<file path="src/source/mmu_defines.svh">
`ifndef MMU_DEFINES_SVH
`define MMU_DEFINES_SVH

// Data path
`define MMU_DATA_W 32

// Page tags and word offset within a page
`define MMU_VTAG_W 8
`define MMU_PTAG_W 8
`define MMU_OFFSET_W 6

`define MMU_TLB_ENTRIES 4

// Domain id sits at the top of the physical tag
`define MMU_DID_W 3
`define MMU_DOMAIN_W 8

// Low 2 ptag bits followed by the offset
`define MMU_MEM_INDEX_W 8

`endif

</file>
<file path="src/source/mmu_op_pkg.sv">
`default_nettype none

package mmu_op_pkg;

  // Raw codes 2 and 3 both decode to illegal
  typedef enum logic [1:0] {
    e_op_load    = 2'd0,
    e_op_store   = 2'd1,
    e_op_illegal = 2'd2
  } mem_op_e;

  typedef enum logic [2:0] {
    e_exc_none               = 3'd0,
    e_exc_illegal            = 3'd1,
    e_exc_load_page_fault    = 3'd2,
    e_exc_store_page_fault   = 3'd3,
    e_exc_load_access_fault  = 3'd4,
    e_exc_store_access_fault = 3'd5
  } exc_code_e;

endpackage

`default_nettype wire

</file>
<file path="src/source/mmu_resp_if.sv">
`default_nettype none

`include "mmu_defines.svh"

interface mmu_resp_if;
  import mmu_op_pkg::*;

  logic                   valid;
  exc_code_e              ecode;
  logic                   miss;
  logic [`MMU_DATA_W-1:0] rdata;
  logic                   advance;

  modport producer (output valid, ecode, miss, rdata, input advance);
  modport consumer (input valid, ecode, miss, rdata, output advance);

endinterface

`default_nettype wire

</file>
<file path="src/source/mmu_result.sv">
`default_nettype none

`include "mmu_defines.svh"

module mmu_result (
  input  wire logic                clk_i,
  input  wire logic                reset_i,
  input  wire logic                resp_ready_i,
  output logic                     resp_v_o,
  output logic [`MMU_DATA_W-1:0]   resp_data_o,
  output logic                     resp_exc_v_o,
  output mmu_op_pkg::exc_code_e    resp_ecode_o,
  output logic                     resp_miss_o,
  mmu_resp_if.consumer             resp
);
  import mmu_op_pkg::*;

  logic                   v_r;
  exc_code_e              ecode_r;
  logic                   miss_r;
  logic [`MMU_DATA_W-1:0] data_r;

  // Whole pipeline stalls only on a pending, unconsumed response
  assign resp.advance = !v_r || resp_ready_i;

  always_ff @(posedge clk_i) begin
    if (reset_i) begin
      v_r <= 1'b0;
    end else if (resp.advance) begin
      v_r <= resp.valid;
    end
  end

  always_ff @(posedge clk_i) begin
    if (resp.advance) begin
      ecode_r <= resp.ecode;
      miss_r  <= resp.miss;
      data_r  <= resp.rdata;
    end
  end

  assign resp_v_o     = v_r;
  assign resp_ecode_o = ecode_r;
  assign resp_miss_o  = miss_r;
  assign resp_exc_v_o = (ecode_r != e_exc_none);
  // No data on a fault or a miss
  assign resp_data_o  = (resp_exc_v_o || miss_r) ? '0 : data_r;

endmodule

`default_nettype wire

</file>
<file path="src/flat_wrapper.sv">
// flat-port wrapper written by rule: the top's interface ports become plain ports
module mmu_result_flat import mmu_op_pkg::*;
  (clk_i, reset_i, resp_ready_i, resp_v_o, resp_data_o, resp_exc_v_o, resp_ecode_o, resp_miss_o, resp_valid, resp_ecode, resp_miss, resp_rdata, resp_advance);
  mmu_resp_if resp_i ();
  input  wire logic clk_i;
  input  wire logic reset_i;
  input  wire logic resp_ready_i;
  output logic resp_v_o;
  output logic [`MMU_DATA_W-1:0] resp_data_o;
  output logic resp_exc_v_o;
  output mmu_op_pkg::exc_code_e resp_ecode_o;
  output logic resp_miss_o;
  input wire logic [$bits(resp_i.valid)-1:0] resp_valid;
  input wire logic [$bits(resp_i.ecode)-1:0] resp_ecode;
  input wire logic [$bits(resp_i.miss)-1:0] resp_miss;
  input wire logic [$bits(resp_i.rdata)-1:0] resp_rdata;
  output wire logic [$bits(resp_i.advance)-1:0] resp_advance;
  assign resp_i.valid = resp_valid;
  assign resp_i.ecode = resp_ecode;
  assign resp_i.miss = resp_miss;
  assign resp_i.rdata = resp_rdata;
  assign resp_advance = resp_i.advance;
  mmu_result u_core (.clk_i(clk_i), .reset_i(reset_i), .resp_ready_i(resp_ready_i), .resp_v_o(resp_v_o), .resp_data_o(resp_data_o), .resp_exc_v_o(resp_exc_v_o), .resp_ecode_o(resp_ecode_o), .resp_miss_o(resp_miss_o), .resp(resp_i));
endmodule
</file>
<file path="config.mk">
export PLATFORM = sky130hd
export DESIGN_NAME = mmu_result_flat
export DESIGN_NICKNAME = d
export VERILOG_FILES = /design/src/source/mmu_op_pkg.sv /design/src/source/mmu_resp_if.sv /design/src/source/mmu_result.sv /design/src/flat_wrapper.sv
export VERILOG_INCLUDE_DIRS = /design/src /design/src/source
export SDC_FILE = /design/constraint.sdc
export NUM_CORES = 1
export LEC_CHECK = 0
export BUFFER_PORTS_ARGS = -buffer_cell sky130_fd_sc_hd__buf_4
export CORE_ASPECT_RATIO = 0.7
export CORE_UTILIZATION = 43
export DETAILED_ROUTE_END_ITERATION = 8
export GPL_TIMING_DRIVEN = 0
export PLACE_DENSITY = 0.79
export SKIP_CTS_REPAIR_TIMING = 1
export SLEW_MARGIN = 20
export SYNTH_ARGS = -nofsm -noshare
export SYNTH_HDL_FRONTEND = slang
export SYNTH_SLANG_ARGS = --single-unit
</file>
<file path="constraint.sdc">
create_clock -name clk_i -period 2.2 [get_ports clk_i]
set_input_delay 0.33 -clock clk_i [delete_from_list [all_inputs] [get_ports clk_i]]
set_output_delay 0.33 -clock clk_i [all_outputs]
set_load 0.05 [all_outputs]
</file>
==> reports/metrics.cfg <==
[clock_network]
clk_latency_ns = 0.27
cts_max_level = 2
clk_pin_slew_ns = 0.07
clockBufferDepth = 2
clock-root-buffer = clkbuf_8
cts_tree = yes
cts.sinks = 37
cts_buffers = 5

[finish]
drive_gt1_share_pct = 54.6
nets = 202
syn2layout_area_growth_pct = 51.9
multiInputGateArea_sq_um = 241
regArea_sq_mm = 0.00110
postLayoutCellArea_sq_mm = 0.00209
n_antenna_cell = 0
finish.utilization_pct = 71.6
fill_cells = 196

[logic_synthesis]
syn_avg_cell_area_sq_um = 17.9
synth_warnings = 0
synth_area_sq_mm = 0.00138
ys_ff_latch = 37
ys_top_cells_by_area = edfxtp_1 (78%), and2_1 (15%), buf_6 (2.5%)
postSynthCellCount = 77
synth_nets = 117
synth_top_cell_area_share_pct = 78.5
yosysSeqAreaShare_pct = 79.9
synth_top_area_cell = edfxtp_1
ys_types = 9

[sta]
drv_slew = 0
hold_violations = 0
setup_tns_ns = 0
min_period_ns = 2.00
worst_pin_slew_ns = 0.888
hold_slack_ns = 0.208
fin_skew_ns = 0.00370
setup_slack_ns = 0.195
setup_viol = 0
period_share_pct = 91.1
rsz0062_at_grt = no
fmax_ghz = 0.499
maxSlewHeadroom_pct = 40.8

[placed_design]
placed_area_sq_mm = 0.00201
place_hpwl_mm = 1.94
pre_cts_ws_ns = 0.404
portBuffers = 78
gp_congestion = 0.710

[floorplan]
coreArea_sq_mm = 0.00292
row_count = 16
start_util_pct = 47.1
dieHeight_microns = 49.4
io_pins = 79
fp.dieW_microns = 69.7
dieArea_sq_mm = 0.00344

[run]
cap_violations = 0

[setup_path]
crit_arrival_ns = 1.67
critPathLaunchType = flop
startpoint = u_core.resp_miss_o$_DFFE_PP_
crit_fanout = 10
crit_chain = nor4_4 -> buf_6 -> and2_1 -> buf_4
path_class = reg2out
worstSetupEndpointType = primary output
crit_slowest_cell = nor4_4
slowest_delay_ns = 0.45
required_ns = 1.87
worstReg2RegStart = u_core.resp_v_o$_SDFFE_PP0P_

[global_route]
grtUsageMet1_pct = 18.4
met2_usage_pct = 26.5
grt_max_degree = 39
grt-ovfl-total = 0
grt_pass1_vias = 927
grt_usage_pct = 16.4
grt.busiest_layer = met2
grt_util_met3_pct = 8.26
grt_pass1_wl_mm = 4.14
antenna_found_initial = 0

[drt]
drt-wirelength-per-cell_microns = 13.1
firstDrtPassIters = 4
ant_nets = 0
dr.first_iter.drc_count = 44
routed_wl_mm = 2.60
viasPerCell = 4.61
vias = 917
drc = 0

[status]
status = completed

[pwr]
p_leak_uw = 0.000943
pwr_density_cell_mw_per_mm2 = 701
vdd_drop_max_mv = 0.569

[min_path]
min-delay-start = reset_i
hold_class = in2reg

-- area by class of cell --
class,count,area share [%]
buffer,3,1.61
sequential,37,52.6
timing repair buffer,78,28.0
tap,36,2.15
clock buffer,7,3.65
inverter,1,0.179
multi-input combinational,36,11.5
clock inverter,1,0.239
-- where the power goes --
group	switching [uW]	leakage [uW]	internal, uW	total, uW
Clock	212	0.0000422	222	434
Sequential	15.0	0.000381	827	842
Combinational	109	0.000520	80.6	190
-- through the flow --
stage               cells  power [uW]
floorplan              77         954
global placement      191        1040
detailed placement    191        1050
CTS                   199        1480
global route          199        1520
finish                199        1470
-- sequential cells by signal (all words and copies together), names as in the netlist --
| signal | flops |
|---|---|
| u_core.data_r | 32 |
| u_core.resp_ecode_o | 3 |
| u_core.resp_miss_o | 1 |
| u_core.resp_v_o | 1 |
-- synth_stat cells, drive strengths merged --
cell type and number:
nor4 1, a21oi 1, dfxtp 1, nand2b 1
or3 1, edfxtp 36, and2 32, buf 3
inv 1
-- cell families after synthesis --
kind of cell	synth area share (%)
AO/OA/AOI/OAI	0.363
buffers and inverters	2.72
flip-flops	79.9
AND/OR/NAND/NOR	17.0
-- worst max-delay path: cells and delay by family, from the launching register on --
kind,cells,cell delay (ns)
and+or+nand+nor,2,0.58
DFF,1,0.43
buffers and inverters,2,0.39
-- final timing paths --
kind                                   to  slack (ns)  cells after the start
max                       resp_data_o[29]        0.20                      4
min          u_core.resp_v_o$_SDFFE_PP0P_        0.21                      2
max reg2reg   u_core.data_r[10]$_DFFE_PP_        0.88                      1
min reg2reg  u_core.resp_v_o$_SDFFE_PP0P_        1.15                      2
-- cell usage in the layout (no fill, tap or decap), types with 2 or more instances in the layout --
master,count
buf_4,78
edfxtp_1,36
and2_1,32
clkbuf_8,5
buf_6,3
clkbuf_1,2
-- routing by layer --
| metal | vias to the layer above | routed length [microns] |
|---|---|---|
| met2 | 56 | 1290 |
| met3 | 4 | 295 |
| li1 | 439 | - |
| met1 | 418 | 983 |
| met4 | 0 | 27 |
| met5 | - | 0 |
No activity file was read; power rests on OpenSTA's default activity.
