**src/source/mmu_defines.svh**
```systemverilog
`ifndef MMU_DEFINES_SVH
`define MMU_DEFINES_SVH

// Data path
`define MMU_DATA_W 32

// Page tags and word offset within a page
`define MMU_VTAG_W 8
`define MMU_PTAG_W 8
`define MMU_OFFSET_W 6

`define MMU_TLB_ENTRIES 4

// Domain id sits at the top of the physical tag
`define MMU_DID_W 3
`define MMU_DOMAIN_W 8

// Low 2 ptag bits followed by the offset
`define MMU_MEM_INDEX_W 8

`endif

```
**src/source/mmu_op_pkg.sv**
```systemverilog
`default_nettype none

package mmu_op_pkg;

  // Raw codes 2 and 3 both decode to illegal
  typedef enum logic [1:0] {
    e_op_load    = 2'd0,
    e_op_store   = 2'd1,
    e_op_illegal = 2'd2
  } mem_op_e;

  typedef enum logic [2:0] {
    e_exc_none               = 3'd0,
    e_exc_illegal            = 3'd1,
    e_exc_load_page_fault    = 3'd2,
    e_exc_store_page_fault   = 3'd3,
    e_exc_load_access_fault  = 3'd4,
    e_exc_store_access_fault = 3'd5
  } exc_code_e;

endpackage

`default_nettype wire

```
**src/source/mmu_cmd_if.sv**
```systemverilog
`default_nettype none

`include "mmu_defines.svh"

interface mmu_cmd_if;
  import mmu_op_pkg::*;

  logic                     valid;
  mem_op_e                  op;
  logic [`MMU_VTAG_W-1:0]   vtag;
  logic [`MMU_OFFSET_W-1:0] offset;
  logic [`MMU_DATA_W-1:0]   wdata;
  // Pipeline enable, sourced from the response stage
  logic                     advance;

  modport producer (output valid, op, vtag, offset, wdata, input advance);
  modport consumer (input valid, op, vtag, offset, wdata, advance);

endinterface

`default_nettype wire

```
**src/source/mmu_decode.sv**
```systemverilog
`default_nettype none

`include "mmu_defines.svh"

module mmu_decode (
  input  wire logic                     clk_i,
  input  wire logic                     reset_i,
  input  wire logic                     cmd_v_i,
  input  wire logic [1:0]               cmd_op_i,
  input  wire logic [`MMU_VTAG_W-1:0]   cmd_vtag_i,
  input  wire logic [`MMU_OFFSET_W-1:0] cmd_offset_i,
  input  wire logic [`MMU_DATA_W-1:0]   cmd_data_i,
  output logic                          cmd_ready_o,
  mmu_cmd_if.producer                   cmd
);
  import mmu_op_pkg::*;

  mem_op_e op_dec;

  always_comb begin
    case (cmd_op_i)
      2'd0:    op_dec = e_op_load;
      2'd1:    op_dec = e_op_store;
      default: op_dec = e_op_illegal;
    endcase
  end

  // Stalls whenever the response stage is blocked
  assign cmd_ready_o = cmd.advance;

  always_ff @(posedge clk_i) begin
    if (reset_i) begin
      cmd.valid <= 1'b0;
    end else if (cmd.advance) begin
      cmd.valid <= cmd_v_i;
    end
  end

  always_ff @(posedge clk_i) begin
    if (cmd.advance && cmd_v_i) begin
      cmd.op     <= op_dec;
      cmd.vtag   <= cmd_vtag_i;
      cmd.offset <= cmd_offset_i;
      cmd.wdata  <= cmd_data_i;
    end
  end

endmodule

`default_nettype wire

```
**src/flat_wrapper.sv**
```systemverilog
// flat-port wrapper written by rule: the top's interface ports become plain ports
module mmu_decode_flat import mmu_op_pkg::*;
  (clk_i, reset_i, cmd_v_i, cmd_op_i, cmd_vtag_i, cmd_offset_i, cmd_data_i, cmd_ready_o, cmd_valid, cmd_op, cmd_vtag, cmd_offset, cmd_wdata, cmd_advance);
  mmu_cmd_if cmd_i ();
  input  wire logic clk_i;
  input  wire logic reset_i;
  input  wire logic cmd_v_i;
  input  wire logic [1:0] cmd_op_i;
  input  wire logic [`MMU_VTAG_W-1:0] cmd_vtag_i;
  input  wire logic [`MMU_OFFSET_W-1:0] cmd_offset_i;
  input  wire logic [`MMU_DATA_W-1:0] cmd_data_i;
  output logic cmd_ready_o;
  output wire logic [$bits(cmd_i.valid)-1:0] cmd_valid;
  output wire logic [$bits(cmd_i.op)-1:0] cmd_op;
  output wire logic [$bits(cmd_i.vtag)-1:0] cmd_vtag;
  output wire logic [$bits(cmd_i.offset)-1:0] cmd_offset;
  output wire logic [$bits(cmd_i.wdata)-1:0] cmd_wdata;
  input wire logic [$bits(cmd_i.advance)-1:0] cmd_advance;
  assign cmd_valid = cmd_i.valid;
  assign cmd_op = cmd_i.op;
  assign cmd_vtag = cmd_i.vtag;
  assign cmd_offset = cmd_i.offset;
  assign cmd_wdata = cmd_i.wdata;
  assign cmd_i.advance = cmd_advance;
  mmu_decode u_core (.clk_i(clk_i), .reset_i(reset_i), .cmd_v_i(cmd_v_i), .cmd_op_i(cmd_op_i), .cmd_vtag_i(cmd_vtag_i), .cmd_offset_i(cmd_offset_i), .cmd_data_i(cmd_data_i), .cmd_ready_o(cmd_ready_o), .cmd(cmd_i));
endmodule
```
**config.mk**
```make
export PLATFORM = sky130hd
export DESIGN_NAME = mmu_decode_flat
export DESIGN_NICKNAME = d
export VERILOG_FILES = /design/src/source/mmu_op_pkg.sv /design/src/source/mmu_cmd_if.sv /design/src/source/mmu_decode.sv /design/src/flat_wrapper.sv
export VERILOG_INCLUDE_DIRS = /design/src /design/src/source
export SDC_FILE = /design/constraint.sdc
export NUM_CORES = 1
export LEC_CHECK = 0
export BUFFER_PORTS_ARGS = -buffer_cell sky130_fd_sc_hd__clkbuf_2
export CORE_ASPECT_RATIO = 1.25
export CORE_MARGIN = 2
export CORE_UTILIZATION = 43
export DETAILED_ROUTE_END_ITERATION = 10
export HOLD_SLACK_MARGIN = 0.02
export PLACE_DENSITY = 0.83
export SKIP_LAST_GASP = 1
export SLEW_MARGIN = 15
export SYNTH_ARGS = -nofsm -noshare
export SYNTH_HDL_FRONTEND = slang
export SYNTH_SLANG_ARGS = --single-unit
```
**constraint.sdc**
```tcl
create_clock -name clk_i -period 1.7 [get_ports clk_i]
set_input_delay 0.085 -clock clk_i [delete_from_list [all_inputs] [get_ports clk_i]]
set_output_delay 0.085 -clock clk_i [all_outputs]
set_load 0.02 [all_outputs]
```
==> results.txt, run 1 <==
Critical Path Start Type: flip-flop
dpl cell area: 2060 sq um
drt first pass iters: 4
CP max FO: 1
Yosys top cell by area: edfxtp_1
post-synthesis instance area: 1500 sq um
synth warn: 0
final hold vios: 0
crit share post-route: 57.0%
final std cells w/o fill: 250
number of library cell types mapped by synthesis: 8
Area growth, synth to finish: 77.0%
Die H: 70.0 um
hold depth: 3
CTS max path bufs: 2
worst path arrival time: 0.88 ns
final worst path period need: 0.969 ns
Detail Route Antenna Nets: 0
post-synthesis sequential area ratio: 97.4%
P_leak: 1.16 nW
vias in the first global route: 1,246
power per cell area: 975 nW/um^2
pin count of the biggest net entering global routing: 36
worst min path class: primary input to flip-flop
first-pass GRT wire length: 5910 um
most area-consuming cells after synthesis: edfxtp_1 96%, dfxtp_1 1.3%, mux2i_1 0.67%
crit-path max cell delay: 0.42 ns
I/O Pins: 102
number of max-cap violations: 0
drt first-iter violations: 28
Final Max Slew Viols: 0
clock tree from TritonCTS: yes
Psw: 0.000562 W
status: completed
fin nets: 262
combinational group share of total power: 13.9%
Die W: 56.8 um
CORE AREA: 3420 sq um
total stage count of the critical path: 1
critical path endpoint category: primary output
clk sinks: 49
Setup Crit Path Kind: flip-flop to primary output
unrepaired setup endpoints after global routing: false
Seq cells post-synth: 49
delay-heaviest family, CP: flip-flops
worst vdd ir: 0.872 mV
# rows: 24
worst hold path startpoint: cmd_v_i
post-cts resize count: 0
final setup fails: 0
r2r setup slk: 1.07 ns
Slew @ Worst Pin: 0.342 ns
I/O Buffers: 101
setup TNS: 0 ns
total power: 0.00259 W
Worst slew margin: 77.2%
design area: 2660 sq um
DRC Markers: 0
total track usage: 20.2%
ratio of cells with drive above 1 in the final layout: 52.1%
worst path bufs/invs: 1
GPL Wtd Cong: 0.685
drt total wl: 3810 um
Reg-to-Reg End: u_core.cmd.valid
WHS Endpoint: u_core.cmd.valid
Worst Path Required: 1.62 ns
# diodes: 0
internal power: 0.00203 W
total number of vias: 1,118
vias per cell: 4.47
GR Overflow Total: 0
Sequential Power Share: 55.7%
cells along the critical path: clkbuf_2
Reg clk slew, reported paths: 0.09 ns
routed len/inst: 15.3 um
Synth Instances: 55
Worst R2R Path Depth: 2
syn_area_per_cell: 27.3 sq um
post-synth net total: 107
Num CTS Buffers: 5
Initial Util: 43.8%
switching portion of total power: 21.7%
Critical Path Slowest Stage Cell: edfxtp_1
initial antenna violation count: 0
Root Buffer: clkbuf_8
Cell Count Post-Placement: 194
share of the synthesized area in the top cell type: 96.1%
clock latency on the worst-skew pair: 0.29 ns
Achievable Freq: 1.03 GHz
Clk pwr share: 30.4%
Die Area: 3980 sq um
RR Startpoint: u_core.cmd.valid
Setup Skew: 0 ns
H-Tree Depth: 2
[sequential cells by signal, indices dropped and copies added (netlist names)]
| signal | flops |
|---|---|
| u_core.cmd.valid | 1 |
| u_core.cmd.vtag | 8 |
| u_core.cmd.op | 2 |
| u_core.cmd.offset | 6 |
| u_core.cmd.wdata | 32 |
[logic make-up after synthesis]
logic type / share of synthesized area (%)
and+or+nand+nor: 1.17
DFF: 97.4
muxes: 0.667
buffers and inverters: 0.751
[timing repair]
item                                   4_1_cts  5_1_grt
hold buffers                                48        0
setup buffers                                0        0
endpoints found under the hold margin       48        0
[synthesized netlist by cell type, drive strengths merged]
library cell,number
mux2i,1
buf,1
dfxtp,1
nor2,1
and2,1
edfxtp,48
nor2b,1
clkbuf,1
[layout make-up]
type / count / area, sq um
clock buffers: 6 / 72.6
clock inverters: 2 / 38.8
fillers: 206 / 768
multi-input cells: 4 / 27.5
flip-flops and latches: 49 / 1460
well taps: 39 / 48.8
repair buffers: 150 / 1010
[metal layers]
metal | global-route usage (%) | share of wire (%)
met5 | 0 | 0
met1 | 23.6 | 37
met3 | 7.04 | 11
met2 | 33.2 | 50
met4 | 9.30 | 2.4
[per-stage QoR]
step	hold WS [ns]	util [%]	setup WS, ns
after floorplan	0.157	-	0.561
after global placement	0.244	60.3	0.583
after detailed placement	0.243	60.3	0.546
after CTS	0.0491	77.6	0.747
after global routing	0.106	77.6	0.690
final	0.0831	77.6	0.731
[how the worst max path moves through the flow]
stage	start	endpoint	slack, ns
2_1_floorplan	cmd_advance	u_core.cmd.offset[0]	0.56
3_3_place_gp	cmd_advance	u_core.cmd.vtag[3]	0.58
3_5_place_dp	cmd_advance	u_core.cmd.wdata[21]	0.55
4_1_cts	u_core.cmd.wdata[22]	cmd_wdata[22]	0.75
5_1_grt	u_core.cmd.offset[3]	cmd_offset[3]	0.69
6_report	u_core.cmd.wdata[16]	cmd_wdata[16]	0.73
[power by group through the flow]
stage	Combinational (W)	Sequential [W]	Clock [W]
detailed placement	0.000267	0.00147	0
floorplan	0.0000234	0.00157	0
finish	0.000359	0.00144	0.000787
global placement	0.000261	0.00146	0
global route	0.000380	0.00145	0.000850
CTS	0.000353	0.00144	0.000799
[placed cells by master, fill, tap and decap left out]
| cell type | synthesis | routed |
|---|---|---|
| mux2i_1 | 1 | 1 |
| clkbuf_8 | 0 | 5 |
| bufinv_16 | 0 | 1 |
| buf_12 | 0 | 1 |
| dlygate4sd3_1 | 0 | 48 |
| nor2b_1 | 1 | 1 |
| clkinv_4 | 0 | 1 |
| nor2_1 | 1 | 1 |
| and2_2 | 1 | 1 |
| edfxtp_1 | 48 | 48 |
| clkbuf_1 | 1 | 1 |
| clkbuf_2 | 0 | 101 |
| dfxtp_1 | 1 | 1 |
No activity file was read; power rests on OpenSTA's default activity.
==> run 2, diff against run 1 <==
--- a/config.mk
+++ b/config.mk
@@ -6,13 +6,14 @@
 export SDC_FILE = /design/constraint.sdc
 export NUM_CORES = 1
 export LEC_CHECK = 0
+export ABC_AREA = 1
 export BUFFER_PORTS_ARGS = -buffer_cell sky130_fd_sc_hd__clkbuf_2
 export CORE_ASPECT_RATIO = 1.25
 export CORE_MARGIN = 2
-export CORE_UTILIZATION = 43
+export CORE_UTILIZATION = 40
 export DETAILED_ROUTE_END_ITERATION = 10
 export HOLD_SLACK_MARGIN = 0.02
-export PLACE_DENSITY = 0.83
+export PLACE_DENSITY = 0.78
 export SKIP_LAST_GASP = 1
 export SLEW_MARGIN = 15
 export SYNTH_ARGS = -nofsm -noshare
==> constraint.sdc (replaced) <==
create_clock -name clk_i -period 0.9 [get_ports clk_i]
set_input_delay 0.045 -clock clk_i [delete_from_list [all_inputs] [get_ports clk_i]]
set_output_delay 0.045 -clock clk_i [all_outputs]
set_load 0.02 [all_outputs]
==> run 2 against run 1 <==
Against the previous run: count of clock-buffer cells in the layout did not move; first-iteration DRC count rose by 61%; largest power group unchanged; worst hold slack got worse by 0.031 ns; global-route usage fell by 1.3 points; critical path type unchanged; wire length rose by 8.0%; the flow now finishes with violations (design-rule violations, negative setup slack); total power rose by 82%; sequential share of layout area fell by 3.3 points; die area rose by 7.3%.
==> results.txt, run 2 <==
vias in the first global route: 1,262 (+1.3%)
leading register cell type out of synthesis: edfxtp_1
drt first pass iters: 7 (+3)
Detail Route Antenna Nets: 0 (unchanged)
CORE AREA: 3540 sq um (+3.5%)
ratio of cells with drive above 1 in the final layout: 52.6% (+0.43 points)
pin count of the biggest net entering global routing: 49 (+36%)
commonest non-fill, non-tap cell in the layout: clkbuf_2
Critical Path Slowest Stage Cell: edfxtp_1
clock tree from TritonCTS: yes
drt first-iter violations: 45 (+61%)
GPL Wtd Cong: 0.606 (-12%)
fin nets: 266 (+1.5%)
P_leak: 1.21 nW (+4.3%)
cells along the critical path: buf_6
Worst Path Required: 0.85 ns (-0.77 ns)
Top Registers: u_core.cmd.wdata x32, u_core.cmd.vtag x8, u_core.cmd.offset x6
total track usage: 18.9% (-1.3 points)
Synth top cells by count: 48 x edfxtp_1, 3 x inv_1, 2 x nand2_1
Setup Crit Path Kind: flip-flop to primary output
Area growth, synth to finish: 87.9%
final worst path period need: 0.905 ns
Synth Instances: 58 (+5.5%)
synth warn: 0 (unchanged)
most area-consuming cells after synthesis: edfxtp_1 96%, dfxtp_1 1.3%, inv_1 0.75%
DP HPWL: 2320 um
Setup Skew: 0 ns (unchanged)
crit-path max cell delay: 0.42 ns (about the same)
DRC Markers: 7 (+7)
CP max FO: 1 (unchanged)
# rows: 24 (unchanged)
share of the synthesized area in the top cell type: 95.8% (-0.24 points)
clk sinks: 49 (unchanged)
failing checks: design-rule violations, negative setup slack
asr flop ratio synth: 0% (unchanged)
Root Buffer: clkbuf_8
unrepaired setup endpoints after global routing: true
vias per cell: 4.47 (about the same)
Yosys top cell by area: edfxtp_1
drt total wl: 4120 um (+8.0%)
most frequent cells in the layout: 62 x clkbuf_2, 48 x dlygate4sd3_1, 48 x edfxtp_1
routed len/inst: 16.2 um (+6.3%)
worst min path class: primary input to flip-flop
Largest register FFs: 32 (unchanged)
Critical Path Start Type: flip-flop
critical path endpoint category: primary output
CTS max path bufs: 2 (unchanged)
number of max-cap violations: 0 (unchanged)
Seq cells post-synth: 49 (unchanged)
dpl cell area: 2090 sq um (+1.5%)
final setup margin: -0.00488 ns (-0.736 ns)
# diodes: 0 (unchanged)
syn_area_per_cell: 25.9 sq um (-4.9%)
number of flops mapped to enable cells by yosys: 48 (unchanged)
Initial Util: 42.4% (-1.4 points)
power per cell area: 1670 nW/um^2 (+71%)
worst path bufs/invs: 1 (unchanged)
post-synth net total: 110 (+2.8%)
status: complete, but fails checks
GR Overflow Total: 0 (unchanged)
final setup fails: 2 (+2)
top-count cell post-synth: edfxtp_1
post-synthesis sequential area ratio: 97.2% (-0.24 points)
initial antenna violation count: 0 (unchanged)
total power: 0.00472 W (+82%)
Die W: 58.8 um (+3.5%)
final hold vios: 0 (unchanged)
Slew @ Worst Pin: 0.250 ns (-0.0925 ns)
total number of vias: 1,135 (+1.5%)
Die Area: 4270 sq um (+7.3%)
crit share post-route: 101%
Achievable Freq: 1.11 GHz
Reg clk slew, reported paths: 0.09 ns (about the same)
H-Tree Depth: 2 (unchanged)
I/O Pins: 102 (unchanged)
first-pass GRT wire length: 5770 um (-2.5%)
post-synthesis instance area: 1500 sq um (+0.25%)
delay-heaviest family, CP: flip-flops
worst vdd ir: 1.33 mV (+53%)
Num CTS Buffers: 5 (unchanged)
number of library cell types mapped by synthesis: 8 (unchanged)
Die H: 72.6 um (+3.6%)
Final Max Slew Viols: 0 (unchanged)
design area: 2830 sq um (+6.5%)
Biggest register: u_core.cmd.wdata
clock latency on the worst-skew pair: 0.28 ns (about the same)
I/O Buffers: 101 (unchanged)
postcts setup bufs: 0 (unchanged)
Worst slew margin: 83.3% (+6.2 points)
worst path arrival time: 0.86 ns (-0.02 ns)
[run 2: cell types whose count changed after synthesis]
cell / before / now
inv_1: 0 / 3
mux2i_1: 1 / 0
nor2b_1: 1 / 0
nand2_1: 0 / 2
and2_2: 1 / 0
a21oi_2: 0 / 1
[run 2: cell families (layout without fill, tap and decap cells)]
logic type | Yosys count | in the layout | share of synthesized area, %
DFF | 49 | 49 | 97.2
buffers and inverters | 5 | 162 | 1.50
and+or+nand+nor | 3 | 3 | 0.749
AOI/OAI and AO/OA | 1 | 1 | 0.582
[run 2: worst paths after layout]
kind                        startpoint  slack [ns]  cells after the start               end
setup / recovery  u_core.cmd.wdata[28]      -0.005                      1     cmd_wdata[28]
hold / removal             cmd_op_i[0]        0.05                      3  u_core.cmd.op[0]
setup reg to reg      u_core.cmd.valid        0.29                      2  u_core.cmd.valid
hold reg to reg       u_core.cmd.valid        0.50                      2  u_core.cmd.valid
[run 2: metrics by stage]
stage / setup TNS, ns / worst slack, ns / utilization, % / std cells / hold WS [ns]
2_1_floorplan: -12.27 / -0.256 / - / 58 / 0.107
3_3_place_gp: 0 / 0.000599 / 59.1 / 198 / 0.207
3_5_place_dp: -1.54 / -0.0339 / 59.1 / 198 / 0.213
4_1_cts: -0.0137 / -0.0124 / 75.0 / 254 / 0.0441
5_1_grt: -0.543 / -0.0458 / 79.8 / 254 / 0.0562
6_report: -0.00644 / -0.00488 / 79.8 / 254 / 0.0517
[run 2: per-layer routing]
layer / global-route usage, % / up-vias / routed length, um
met5: 0 / - / 0
met4: 6.06 / 0 / 74
met3: 6.60 / 6 / 345
met2: 36.5 / 66 / 2380
met1: 17.8 / 533 / 1310
li1: - / 530 / -
[run 2: what timing repair did]
| item | CTS | global route |
|---|---|---|
| resized for setup | 0 | 93 |
| hold endpoints to repair | 48 | 0 |
| hold buffers | 48 | 0 |
| endpoints found under the setup margin | 3 | 39 |
[run 2: where the power goes]
part / switching, W / leakage [nW] / internal, W
Sequential: 0.0000615 / 0.458 / 0.00267
Clock: 0.000652 / 0.0450 / 0.000539
Combinational: 0.000374 / 0.703 / 0.000417
[run 2: cell type report]
class	instances	area, sq um
inverters	3	15.0
flip-flops and latches	49	1460
repair buffers	151	1180
clock inverters	2	10.0
clock buffers	6	72.6
fillers	196	717
multi-input cells	4	36.3
well taps	39	48.8
